File: src/verilog/rv_core_pkg.sv
// ~~~~~~~~~~~~~~~~~~~~~~~~~~~~~~~~~~~~~~~~
// RV32I core package
// Shared types, bus records and opcodes
// ~~~~~~~~~~~~~~~~~~~~~~~~~~~~~~~~~~~~~~~~
`default_nettype none

package rv_core_pkg;

  typedef logic [31:0] pc_t;
  typedef logic [31:0] instr_raw_t;
  typedef logic [4:0]  reg_addr_t;

  // Two views of the same instruction word
  typedef struct packed {
    logic [6:0] funct7;
    reg_addr_t  rs2;
    reg_addr_t  rs1;
    logic [2:0] funct3;
    reg_addr_t  rd;
    logic [6:0] opcode;
  } r_type_t;

  typedef struct packed {
    logic [11:0] imm12;
    reg_addr_t   rs1;
    logic [2:0]  funct3;
    reg_addr_t   rd;
    logic [6:0]  opcode;
  } i_type_t;

  typedef union packed {
    r_type_t r_type;
    i_type_t i_type;
  } instr_u;

  typedef enum logic [2:0] {
    ALU_ADD,
    ALU_SUB,
    ALU_AND,
    ALU_OR,
    ALU_XOR,
    ALU_PASS_B,
    ALU_LINK
  } alu_op_e;

  // Queue entry, fetch to decode
  typedef struct packed {
    pc_t        pc;
    instr_raw_t instr;
  } fetch_item_t;

  typedef struct packed {
    pc_t         pc;
    alu_op_e     alu_op;
    reg_addr_t   rd;
    reg_addr_t   rs1;
    reg_addr_t   rs2;
    logic        use_imm;
    logic [31:0] imm;
  } dec_item_t;

  typedef struct packed {
    pc_t         pc;
    reg_addr_t   rd;
    logic [31:0] data;
  } res_item_t;

  typedef struct packed {
    logic        valid;
    pc_t         pc;
    reg_addr_t   rd;
    logic [31:0] data;
  } retire_t;

  // Wishbone classic, master and slave sides
  typedef struct packed {
    logic        cyc;
    logic        stb;
    logic [31:0] adr;
  } wb_mst_t;

  typedef struct packed {
    logic        ack;
    logic [31:0] dat;
  } wb_slv_t;

  localparam logic [6:0] OPC_OP     = 7'b0110011;
  localparam logic [6:0] OPC_OP_IMM = 7'b0010011;
  localparam logic [6:0] OPC_LUI    = 7'b0110111;
  localparam logic [6:0] OPC_JAL    = 7'b1101111;

  localparam logic [2:0] F3_ADD = 3'b000;
  localparam logic [2:0] F3_XOR = 3'b100;
  localparam logic [2:0] F3_OR  = 3'b110;
  localparam logic [2:0] F3_AND = 3'b111;

  localparam logic [6:0] F7_BASE = 7'b0000000;
  localparam logic [6:0] F7_SUB  = 7'b0100000;

endpackage

`default_nettype wire

File: src/verilog/instr_queue.sv
// ~~~~~~~~~~~~~~~~~~~~~~~~~~~~~~~~~~~~~~~~
// Instruction queue
// Circular buffer of fetched pc/word pairs
// ~~~~~~~~~~~~~~~~~~~~~~~~~~~~~~~~~~~~~~~~
`timescale 1ns/1ps
`default_nettype none

module instr_queue #(
  parameter int QUEUE_DEPTH = 2
) (
  input  wire                              clk,
  input  wire                              arst_n_i,
  input  wire                              clear_i,
  input  wire                              write_i,
  input  wire rv_core_pkg::fetch_item_t    data_i,
  input  wire                              read_i,
  output rv_core_pkg::fetch_item_t         data_o,
  output logic                             empty_o,
  output logic [$clog2(QUEUE_DEPTH+1)-1:0] level_o
);
  import rv_core_pkg::*;

  localparam int PTR_W = (QUEUE_DEPTH > 1) ? $clog2(QUEUE_DEPTH) : 1;
  localparam int LVL_W = $clog2(QUEUE_DEPTH + 1);

  fetch_item_t      slots [QUEUE_DEPTH];
  logic [PTR_W-1:0] wr_ptr;
  logic [PTR_W-1:0] rd_ptr;
  logic [LVL_W-1:0] level;
  logic             full;

  // Wrap at the last slot, depth need not be a power of two
  function automatic logic [PTR_W-1:0] ptr_inc(input logic [PTR_W-1:0] ptr);
    ptr_inc = (ptr == PTR_W'(QUEUE_DEPTH - 1)) ? '0 : ptr + 1'b1;
  endfunction

  assign data_o  = slots[rd_ptr];
  assign empty_o = (level == '0);
  assign full    = (level == LVL_W'(QUEUE_DEPTH));
  assign level_o = level;

  always_ff @(posedge clk or negedge arst_n_i) begin
    if (!arst_n_i) begin
      wr_ptr <= '0;
      rd_ptr <= '0;
      level  <= '0;
    end else if (clear_i) begin
      wr_ptr <= '0;
      rd_ptr <= '0;
      level  <= '0;
    end else begin
      if (write_i) begin
        wr_ptr <= ptr_inc(wr_ptr);
      end
      if (read_i) begin
        rd_ptr <= ptr_inc(rd_ptr);
      end
      if (write_i && !read_i) begin
        level <= level + 1'b1;
      end else if (read_i && !write_i) begin
        level <= level - 1'b1;
      end
    end
  end

  always_ff @(posedge clk) begin
    if (write_i && !clear_i) begin
      slots[wr_ptr] <= data_i;
    end
  end

  // Fetch must reserve a slot before it launches a bus transfer
  assert property (@(posedge clk) disable iff (!arst_n_i)
    (write_i && !clear_i) |-> !full);
  assert property (@(posedge clk) disable iff (!arst_n_i)
    read_i |-> !empty_o);

endmodule

`default_nettype wire

File: src/verilog/fetch.sv
// ~~~~~~~~~~~~~~~~~~~~~~~~~~~~~~~~~~~~~~~~
// Fetch stage
// Wishbone master feeding the instr queue
// ~~~~~~~~~~~~~~~~~~~~~~~~~~~~~~~~~~~~~~~~
`timescale 1ns/1ps
`default_nettype none

module fetch #(
  parameter int               QUEUE_DEPTH = 2,
  parameter rv_core_pkg::pc_t BOOT_ADDR   = '0
) (
  input  wire                          clk,
  input  wire                          arst_n_i,
  // Instruction bus
  output rv_core_pkg::wb_mst_t         wb_o,
  input  wire rv_core_pkg::wb_slv_t    wb_i,
  // Jump request from execute
  input  wire                          redirect_i,
  input  wire rv_core_pkg::pc_t        redirect_pc_i,
  // To decode
  output logic                         fetch_valid_o,
  input  wire                          fetch_ready_i,
  output rv_core_pkg::fetch_item_t     fetch_item_o
);
  import rv_core_pkg::*;

  localparam int LVL_W = $clog2(QUEUE_DEPTH + 1);

  pc_t              req_pc;
  pc_t              tgt_pc;
  logic             busy;
  logic             discard;
  logic             ack;
  logic             q_write;
  logic             q_read;
  logic             q_empty;
  logic [LVL_W-1:0] q_level;
  logic [LVL_W:0]   level_next;
  fetch_item_t      q_wdata;

  // Cyc and stb rise together and hold until ack
  always_comb begin
    wb_o.cyc = busy;
    wb_o.stb = busy;
    wb_o.adr = req_pc;
  end

  assign ack = busy && wb_i.ack;

  // Words of the old stream are dropped, both on the redirect and after it
  assign q_write = ack && !discard && !redirect_i;
  assign q_wdata = '{pc: req_pc, instr: wb_i.dat};

  assign fetch_valid_o = !q_empty;
  assign q_read        = fetch_valid_o && fetch_ready_i;

  assign level_next = {1'b0, q_level} + (LVL_W+1)'(q_write) - (LVL_W+1)'(q_read);

  always_ff @(posedge clk or negedge arst_n_i) begin
    if (!arst_n_i) begin
      req_pc  <= BOOT_ADDR;
      busy    <= 1'b0;
      discard <= 1'b0;
    end else if (busy && !wb_i.ack) begin
      // Address must stay put, so only remember where to go next
      if (redirect_i) begin
        discard <= 1'b1;
      end
    end else if (redirect_i) begin
      req_pc  <= redirect_pc_i;
      busy    <= 1'b1;
      discard <= 1'b0;
    end else if (busy && discard) begin
      req_pc  <= tgt_pc;
      busy    <= 1'b1;
      discard <= 1'b0;
    end else begin
      if (busy) begin
        req_pc <= req_pc + 32'd4;
      end
      busy <= (level_next < (LVL_W+1)'(QUEUE_DEPTH));
    end
  end

  always_ff @(posedge clk) begin
    if (redirect_i) begin
      tgt_pc <= redirect_pc_i;
    end
  end

  instr_queue #(
    .QUEUE_DEPTH (QUEUE_DEPTH)
  ) u_queue (
    .clk      (clk),
    .arst_n_i (arst_n_i),
    .clear_i  (redirect_i),
    .write_i  (q_write),
    .data_i   (q_wdata),
    .read_i   (q_read),
    .data_o   (fetch_item_o),
    .empty_o  (q_empty),
    .level_o  (q_level)
  );

  assert property (@(posedge clk) disable iff (!arst_n_i)
    wb_o.stb |-> wb_o.cyc);
  // Classic cycle: request held unchanged until the slave answers
  assert property (@(posedge clk) disable iff (!arst_n_i)
    (wb_o.stb && !wb_i.ack) |=> (wb_o.stb && $stable(wb_o.adr)));

endmodule

`default_nettype wire

File: src/verilog/decode.sv
// ~~~~~~~~~~~~~~~~~~~~~~~~~~~~~~~~~~~~~~~~
// Decode stage
// Splits words into op, regs and immediate
// ~~~~~~~~~~~~~~~~~~~~~~~~~~~~~~~~~~~~~~~~
`timescale 1ns/1ps
`default_nettype none

module decode (
  input  wire                           clk,
  input  wire                           arst_n_i,
  input  wire                           in_valid_i,
  output logic                          in_ready_o,
  input  wire rv_core_pkg::fetch_item_t in_item_i,
  input  wire                           flush_i,
  output logic                          dec_valid_o,
  output rv_core_pkg::dec_item_t        dec_item_o
);
  import rv_core_pkg::*;

  instr_u      word;
  logic        supported;
  logic [31:0] imm_i;
  logic [31:0] imm_u;
  logic [31:0] imm_j;
  dec_item_t   item;

  // Execute never stalls
  assign in_ready_o = 1'b1;
  assign word       = in_item_i.instr;

  always_comb begin
    imm_i = {{20{word.i_type.imm12[11]}}, word.i_type.imm12};
    imm_u = {word.i_type.imm12, word.i_type.rs1, word.i_type.funct3, 12'h000};
    // J layout is imm[20|10:1|11|19:12]
    imm_j = {{12{word.r_type.funct7[6]}}, word.i_type.rs1, word.i_type.funct3,
             word.r_type.rs2[0], word.r_type.funct7[5:0], word.r_type.rs2[4:1], 1'b0};

    supported    = 1'b0;
    item.pc      = in_item_i.pc;
    item.alu_op  = ALU_ADD;
    item.rd      = word.r_type.rd;
    item.rs1     = word.r_type.rs1;
    item.rs2     = word.r_type.rs2;
    item.use_imm = 1'b0;
    item.imm     = imm_i;

    case (word.r_type.opcode)
      OPC_OP: begin
        supported = 1'b1;
        case ({word.r_type.funct7, word.r_type.funct3})
          {F7_BASE, F3_ADD}: item.alu_op = ALU_ADD;
          {F7_SUB, F3_ADD}:  item.alu_op = ALU_SUB;
          {F7_BASE, F3_XOR}: item.alu_op = ALU_XOR;
          {F7_BASE, F3_OR}:  item.alu_op = ALU_OR;
          {F7_BASE, F3_AND}: item.alu_op = ALU_AND;
          default:           supported   = 1'b0;
        endcase
      end
      OPC_OP_IMM: begin
        supported    = 1'b1;
        item.use_imm = 1'b1;
        case (word.i_type.funct3)
          F3_ADD:  item.alu_op = ALU_ADD;
          F3_XOR:  item.alu_op = ALU_XOR;
          F3_OR:   item.alu_op = ALU_OR;
          F3_AND:  item.alu_op = ALU_AND;
          default: supported   = 1'b0;
        endcase
      end
      OPC_LUI: begin
        supported    = 1'b1;
        item.alu_op  = ALU_PASS_B;
        item.use_imm = 1'b1;
        item.imm     = imm_u;
      end
      OPC_JAL: begin
        supported    = 1'b1;
        item.alu_op  = ALU_LINK;
        item.use_imm = 1'b1;
        item.imm     = imm_j;
      end
      default: begin
        supported = 1'b0;
      end
    endcase
  end

  always_ff @(posedge clk or negedge arst_n_i) begin
    if (!arst_n_i) begin
      dec_valid_o <= 1'b0;
    end else begin
      dec_valid_o <= in_valid_i && in_ready_o && supported && !flush_i;
    end
  end

  always_ff @(posedge clk) begin
    if (in_valid_i && in_ready_o) begin
      dec_item_o <= item;
    end
  end

endmodule

`default_nettype wire

File: src/verilog/execute.sv
// ~~~~~~~~~~~~~~~~~~~~~~~~~~~~~~~~~~~~~~~~
// Execute stage
// Operand forwarding, ALU and JAL redirect
// ~~~~~~~~~~~~~~~~~~~~~~~~~~~~~~~~~~~~~~~~
`timescale 1ns/1ps
`default_nettype none

module execute (
  input  wire                         clk,
  input  wire                         arst_n_i,
  input  wire                         dec_valid_i,
  input  wire rv_core_pkg::dec_item_t dec_item_i,
  // Register file read
  output rv_core_pkg::reg_addr_t      rs1_addr_o,
  output rv_core_pkg::reg_addr_t      rs2_addr_o,
  input  wire [31:0]                  rs1_data_i,
  input  wire [31:0]                  rs2_data_i,
  // Entry not yet written back
  input  wire rv_core_pkg::res_item_t fwd_i,
  input  wire                         fwd_valid_i,
  output logic                        redirect_o,
  output rv_core_pkg::pc_t            redirect_pc_o,
  output logic                        res_valid_o,
  output rv_core_pkg::res_item_t      res_item_o
);
  import rv_core_pkg::*;

  logic [31:0] op_a;
  logic [31:0] rs2_val;
  logic [31:0] op_b;
  logic [31:0] result;

  assign rs1_addr_o = dec_item_i.rs1;
  assign rs2_addr_o = dec_item_i.rs2;

  // x0 is never forwarded
  always_comb begin
    op_a = rs1_data_i;
    if (fwd_valid_i && (fwd_i.rd != '0) && (fwd_i.rd == dec_item_i.rs1)) begin
      op_a = fwd_i.data;
    end
    rs2_val = rs2_data_i;
    if (fwd_valid_i && (fwd_i.rd != '0) && (fwd_i.rd == dec_item_i.rs2)) begin
      rs2_val = fwd_i.data;
    end
    op_b = dec_item_i.use_imm ? dec_item_i.imm : rs2_val;
  end

  always_comb begin
    case (dec_item_i.alu_op)
      ALU_ADD:    result = op_a + op_b;
      ALU_SUB:    result = op_a - op_b;
      ALU_AND:    result = op_a & op_b;
      ALU_OR:     result = op_a | op_b;
      ALU_XOR:    result = op_a ^ op_b;
      ALU_PASS_B: result = op_b;
      ALU_LINK:   result = dec_item_i.pc + 32'd4;
      default:    result = '0;
    endcase
  end

  assign redirect_o    = dec_valid_i && (dec_item_i.alu_op == ALU_LINK);
  assign redirect_pc_o = dec_item_i.pc + dec_item_i.imm;

  always_ff @(posedge clk or negedge arst_n_i) begin
    if (!arst_n_i) begin
      res_valid_o <= 1'b0;
    end else begin
      res_valid_o <= dec_valid_i;
    end
  end

  always_ff @(posedge clk) begin
    if (dec_valid_i) begin
      res_item_o <= '{pc: dec_item_i.pc, rd: dec_item_i.rd, data: result};
    end
  end

  // Fetched pc plus decoded offset must land on a word
  assert property (@(posedge clk) disable iff (!arst_n_i)
    redirect_o |-> (redirect_pc_o[1:0] == 2'b00));

endmodule

`default_nettype wire

File: src/verilog/writeback.sv
// ~~~~~~~~~~~~~~~~~~~~~~~~~~~~~~~~~~~~~~~~
// Writeback stage
// Register file and retire report
// ~~~~~~~~~~~~~~~~~~~~~~~~~~~~~~~~~~~~~~~~
`timescale 1ns/1ps
`default_nettype none

module writeback (
  input  wire                         clk,
  input  wire                         arst_n_i,
  input  wire                         res_valid_i,
  input  wire rv_core_pkg::res_item_t res_item_i,
  input  wire rv_core_pkg::reg_addr_t rs1_addr_i,
  input  wire rv_core_pkg::reg_addr_t rs2_addr_i,
  output logic [31:0]                 rs1_data_o,
  output logic [31:0]                 rs2_data_o,
  output rv_core_pkg::res_item_t      fwd_o,
  output logic                        fwd_valid_o,
  output rv_core_pkg::retire_t        retire_o
);
  import rv_core_pkg::*;

  logic [31:0] regs [32];
  logic        retire_valid;
  res_item_t   retire_item;

  // Slot 0 is never written and always reads back as zero
  assign rs1_data_o = (rs1_addr_i == '0) ? '0 : regs[rs1_addr_i];
  assign rs2_data_o = (rs2_addr_i == '0) ? '0 : regs[rs2_addr_i];

  // Result lands in the file at the next edge, until then it is forwarded
  assign fwd_o       = res_item_i;
  assign fwd_valid_o = res_valid_i;

  always_ff @(posedge clk) begin
    if (res_valid_i && (res_item_i.rd != '0)) begin
      regs[res_item_i.rd] <= res_item_i.data;
    end
  end

  always_ff @(posedge clk or negedge arst_n_i) begin
    if (!arst_n_i) begin
      retire_valid <= 1'b0;
    end else begin
      retire_valid <= res_valid_i;
    end
  end

  always_ff @(posedge clk) begin
    if (res_valid_i) begin
      retire_item <= res_item_i;
    end
  end

  assign retire_o = '{valid: retire_valid, pc: retire_item.pc,
                      rd: retire_item.rd, data: retire_item.data};

endmodule

`default_nettype wire

File: src/verilog/rv_core_top.sv
// ~~~~~~~~~~~~~~~~~~~~~~~~~~~~~~~~~~~~~~~~
// RV32I core top
// Fetch, decode, execute and writeback
// ~~~~~~~~~~~~~~~~~~~~~~~~~~~~~~~~~~~~~~~~
`timescale 1ns/1ps
`default_nettype none

module rv_core_top #(
  parameter int               QUEUE_DEPTH = 2,
  parameter rv_core_pkg::pc_t BOOT_ADDR   = '0
) (
  input  wire                       clk,
  input  wire                       arst_n_i,
  output rv_core_pkg::wb_mst_t      wb_o,
  input  wire rv_core_pkg::wb_slv_t wb_i,
  output rv_core_pkg::retire_t      retire_o
);
  import rv_core_pkg::*;

  logic        fetch_valid;
  logic        fetch_ready;
  fetch_item_t fetch_item;
  logic        redirect;
  pc_t         redirect_pc;
  logic        dec_valid;
  dec_item_t   dec_item;
  reg_addr_t   rs1_addr;
  reg_addr_t   rs2_addr;
  logic [31:0] rs1_data;
  logic [31:0] rs2_data;
  logic        res_valid;
  res_item_t   res_item;
  res_item_t   fwd_item;
  logic        fwd_valid;

  fetch #(
    .QUEUE_DEPTH (QUEUE_DEPTH),
    .BOOT_ADDR   (BOOT_ADDR)
  ) u_fetch (
    .clk           (clk),
    .arst_n_i      (arst_n_i),
    .wb_o          (wb_o),
    .wb_i          (wb_i),
    .redirect_i    (redirect),
    .redirect_pc_i (redirect_pc),
    .fetch_valid_o (fetch_valid),
    .fetch_ready_i (fetch_ready),
    .fetch_item_o  (fetch_item)
  );

  // Same redirect strobe flushes the word decode is taking
  decode u_decode (
    .clk         (clk),
    .arst_n_i    (arst_n_i),
    .in_valid_i  (fetch_valid),
    .in_ready_o  (fetch_ready),
    .in_item_i   (fetch_item),
    .flush_i     (redirect),
    .dec_valid_o (dec_valid),
    .dec_item_o  (dec_item)
  );

  execute u_execute (
    .clk           (clk),
    .arst_n_i      (arst_n_i),
    .dec_valid_i   (dec_valid),
    .dec_item_i    (dec_item),
    .rs1_addr_o    (rs1_addr),
    .rs2_addr_o    (rs2_addr),
    .rs1_data_i    (rs1_data),
    .rs2_data_i    (rs2_data),
    .fwd_i         (fwd_item),
    .fwd_valid_i   (fwd_valid),
    .redirect_o    (redirect),
    .redirect_pc_o (redirect_pc),
    .res_valid_o   (res_valid),
    .res_item_o    (res_item)
  );

  writeback u_writeback (
    .clk         (clk),
    .arst_n_i    (arst_n_i),
    .res_valid_i (res_valid),
    .res_item_i  (res_item),
    .rs1_addr_i  (rs1_addr),
    .rs2_addr_i  (rs2_addr),
    .rs1_data_o  (rs1_data),
    .rs2_data_o  (rs2_data),
    .fwd_o       (fwd_item),
    .fwd_valid_o (fwd_valid),
    .retire_o    (retire_o)
  );

endmodule

`default_nettype wire

File: config.mk
export PLATFORM = sky130hd
export DESIGN_NAME = rv_core_top
export DESIGN_NICKNAME = d
export VERILOG_FILES = /design/src/verilog/rv_core_pkg.sv /design/src/verilog/instr_queue.sv /design/src/verilog/fetch.sv /design/src/verilog/decode.sv /design/src/verilog/execute.sv /design/src/verilog/writeback.sv /design/src/verilog/rv_core_top.sv
export SDC_FILE = /design/constraint.sdc
export NUM_CORES = 2
export LEC_CHECK = 0
export BUFFER_PORTS_ARGS = -buffer_cell sky130_fd_sc_hd__buf_2
export CORE_MARGIN = 3
export CORE_UTILIZATION = 30
export DETAILED_ROUTE_END_ITERATION = 10
export SYNTH_ARGS = -nofsm -noshare
export SYNTH_HDL_FRONTEND = slang
export SYNTH_SLANG_ARGS = --single-unit
export TNS_END_PERCENT = 5
File: constraint.sdc
create_clock -name clk -period 20.6 [get_ports clk]
set_input_delay 4.12 -clock clk [delete_from_list [all_inputs] [get_ports clk]]
set_output_delay 4.12 -clock clk [all_outputs]
set_load 0.005 [all_outputs]
==> flow_summary.json <==
{
  "peakVddDrop_mv": 0.1290,
  "final.setup.tns_ns": 0,
  "die_w_um": 488.8,
  "rows": 176,
  "fp.dieH_um": 488.8,
  "drtPass1Iterations": 6,
  "cts_setup_buffers": 0,
  "cts_sinks": 1456,
  "antenna_found_initial": 14,
  "synth_area_leaders": "edfxtp_1, mux4_2, ha_1",
  "finalCritPeriodShare_pct": 45.03,
  "cts_hold_buf": 0,
  "synth_edf_count": 1405,
  "grt_pass1_vias": 41820,
  "num_vias": 42290,
  "avgViaCountPerCell": 5.648,
  "drive_gt1_share_pct": 26.43,
  "synth_cell_types": 87,
  "worstSetupEndpointType": "flop",
  "port_buffers": 138,
  "finish.net_count": 4500,
  "yosys-top-cells-count": "edfxtp_1, mux4_2, nor2_1",
  "ios": 139,
  "place_area_mm2": 0.07455,
  "clock_latency_ns": 0.83,
  "worstHoldPathType": "flop to flop",
  "die_area_mm2": 0.2389,
  "groute.usage.overall_pct": 17.82,
  "grt_max_degree": 117,
  "hold_viol": 0,
  "ctsResizeCount": 0,
  "grt_overflow_total": 0,
  "power.density_mw_per_mm2": 171.6,
  "ys_ff_latch": 1456,
  "numCtsBuffers": 155,
  "synth.most_common_cell": "edfxtp_1",
  "htreeDepth": 4,
  "route.detailed.drc": 0,
  "syn_to_final_growth_pct": 13.95,
  "rsz0062_at_grt": "false",
  "start_util_pct": 30.27,
  "cp-start-kind": "flop",
  "critPathArrivalTime_ns": 9.81,
  "period_minus_slack_ns": 9.275,
  "ys_warn_count": 0,
  "cts_root_buffer": "clkbuf_16",
  "top_usage_layer": "met2",
  "met2_usage_pct": 27.18,
  "dp_hpwl_mm": 132.3,
  "drt_iter0_markers": 5431,
  "utilization_pct": 34.50,
  "fin_skew_ns": 0.05315,
  "fin_area_mm2": 0.07969,
  "hold_slack_ns": 0.4185,
  "slew_viol_final": 0,
  "max-clock-path-buffers": 3,
  "p_total_mw": 13.67,
  "path_max_fanout": 49,
  "core_mm2": 0.2310,
  "gr-usage-met3_pct": 3.596,
  "use_met1_pct": 25.00,
  "status": "finished, final reports clean",
  "gp_congestion": 0.9046,
  "slew_headroom_pct": 5.518,
  "seq_area_frac_synth_pct": 62.08,
  "ant_nets": 0,
  "power.leakage_nw": 26.02,
  "netlist_area_mm2": 0.06993,
  "critical_path_class": "flop to flop",
  "drv_cap": 0,
  "yosys.area.top_type_share_pct": 60.33,
  "syn_inst": 4147,
  "synth_ff_type": "edfxtp_1",
  "clkTransAtPathRegs_ns": 0.06,
  "tightest_slew_ns": 1.417,
  "postSynthAreaPerCell_um2": 16.86,
  "netlist.top_cell.by_area": "edfxtp_1",
  "wl_mm": 216.2,
  "ys_async_sr_fraction_pct": 2.816,
  "wl_per_cell_um": 28.87,
  "fmax_mhz": 107.8,
  "finalSetupViolCount": 0,
  "grt_pass1_wl_mm": 308.3,
  "tritoncts": "yes",
  "critPathRequiredTime_ns": 21.14
}
[metrics by stage]
stage	std cells	setup slack (ns)
CTS	7487	11.19
floorplan	4178	12.91
detailed placement	7204	11.20
finish	7488	11.32
global placement	7204	11.23
global route	7487	10.43
[sequential cells by signal (all words and copies together), names as in the netlist, named ones only]
name	cells
u_writeback.regs	1024
u_fetch.u_queue.slots	128
u_decode.dec_item_o	83
u_execute.res_item_o	69
u_writeback.retire_o	69
u_fetch.req_pc	32
u_fetch.tgt_pc	32
u_fetch.u_queue.level_o	2
u_decode.dec_valid_o	1
u_execute.res_valid_o	1
u_fetch.busy	1
u_fetch.discard	1
u_fetch.u_queue.rd_ptr	1
u_fetch.u_queue.wr_ptr	1
u_writeback.retire_valid	1
[logic make-up (layout without fill, tap and decap cells)]
family	Yosys count	after routing	share of synthesized area [%]
other	1	33	0.005362
adder cells (fa/ha/maj)	130	130	2.358
AO/OA/AOI/OAI	661	661	6.348
multiplexers	723	723	20.62
AND/OR/NAND/NOR	664	664	4.433
buffers and inverters	362	645	2.272
flip-flops	1456	1456	62.08
XOR/XNOR	150	150	1.879
[cell type report]
type	instances	area [um^2]
inverters	110	412.9
diodes	1	2.502
fillers	21620	151300
clock inverters	91	1084
clock buffers	192	4049
multi-input cells	2360	25330
repair buffers	252	1572
flip-flops and latches	1456	43460
well taps	3026	3786
[power by group]
part           total [mW]  switching, mW  internal, mW
clock                2.84           1.22          1.62
combinational        6.76           3.87          2.89
sequential           4.07          0.391          3.67
total                13.7           5.49          8.18
[layout by cell type (no fill, tap or decap), types with 15 or more instances in the layout]
master     synthesis  layout
a211oi_1          41      41
a21o_1            26      26
a21oi_1          170     170
a221oi_1          17      17
a22o_1            15      15
a22oi_1           72      72
and3_1            23      23
buf_2             32     138
buf_4              7     112
bufinv_16          0      16
clkbuf_1         149      35
clkbuf_16          0     156
clkinv_1           2      21
clkinv_2           0      24
conb_1             1      32
dfrtp_1           41      38
edfxtp_1        1405    1405
ha_1             127     127
inv_1            105     105
mux2_2            43      43
mux2i_1          110     110
mux4_2           570     570
nand2_1          199     199
nand2b_1          20      20
nand3_1           56      56
nand4_1           18      18
nor2_1           214     179
nor2_4             0      32
nor2b_1           32      27
nor3_1            34      34
o211ai_1          19      19
o21a_1            20      20
o21ai_0          133     133
o221ai_1          24      24
o22ai_1           17      17
xnor2_1          101     101
xor2_1            49      49
[metal layers]
layer	wire, um	vias to the layer above
met4	8511	2
met1	89510	22240
met2	98040	2269
met3	20130	421
li1	-	17360
met5	10	-
[path summary, 6_finish.rpt]
path / from / to / slack, ns / depth (start not counted)
setup reg to reg: flop / u_execute.res_item_o[31] / 11.32 / 25
hold reg to reg: u_execute.res_item_o[66] / u_writeback.retire_o[66] / 0.42 / 0
hold / removal: u_execute.res_item_o[66] / u_writeback.retire_o[66] / 0.42 / 0
max in group asynchronous: arst_n_i / u_execute.res_valid_o / 16.67 / 2
setup / recovery: flop / u_execute.res_item_o[31] / 11.32 / 25
min in group asynchronous: arst_n_i / u_writeback.retire_valid / 3.39 / 2
[critical path: stages (launching register included)]
cell and delay, ns:
dfxtp_4 0.96, buf_4 0.84, buf_4 0.88, buf_4 0.71, mux4_2 0.59, a22o_1 0.26
a221oi_1 0.21, nand3_1 0.26, a221oi_4 0.52, nand4_4 0.18, nor4_4 0.30, nand2_2 0.11
nor2_1 0.23, nor2_1 0.09, xnor2_1 0.13, ha_1 0.36, a21o_1 0.19, a21oi_1 0.26
o21ai_0 0.14, a21oi_1 0.28, o211ai_1 0.18, a211oi_1 0.39, o21ai_0 0.20, xnor2_1 0.17
xnor2_1 0.21, o21ai_1 0.09
Note: power is estimated with default switching activity, not from simulation.
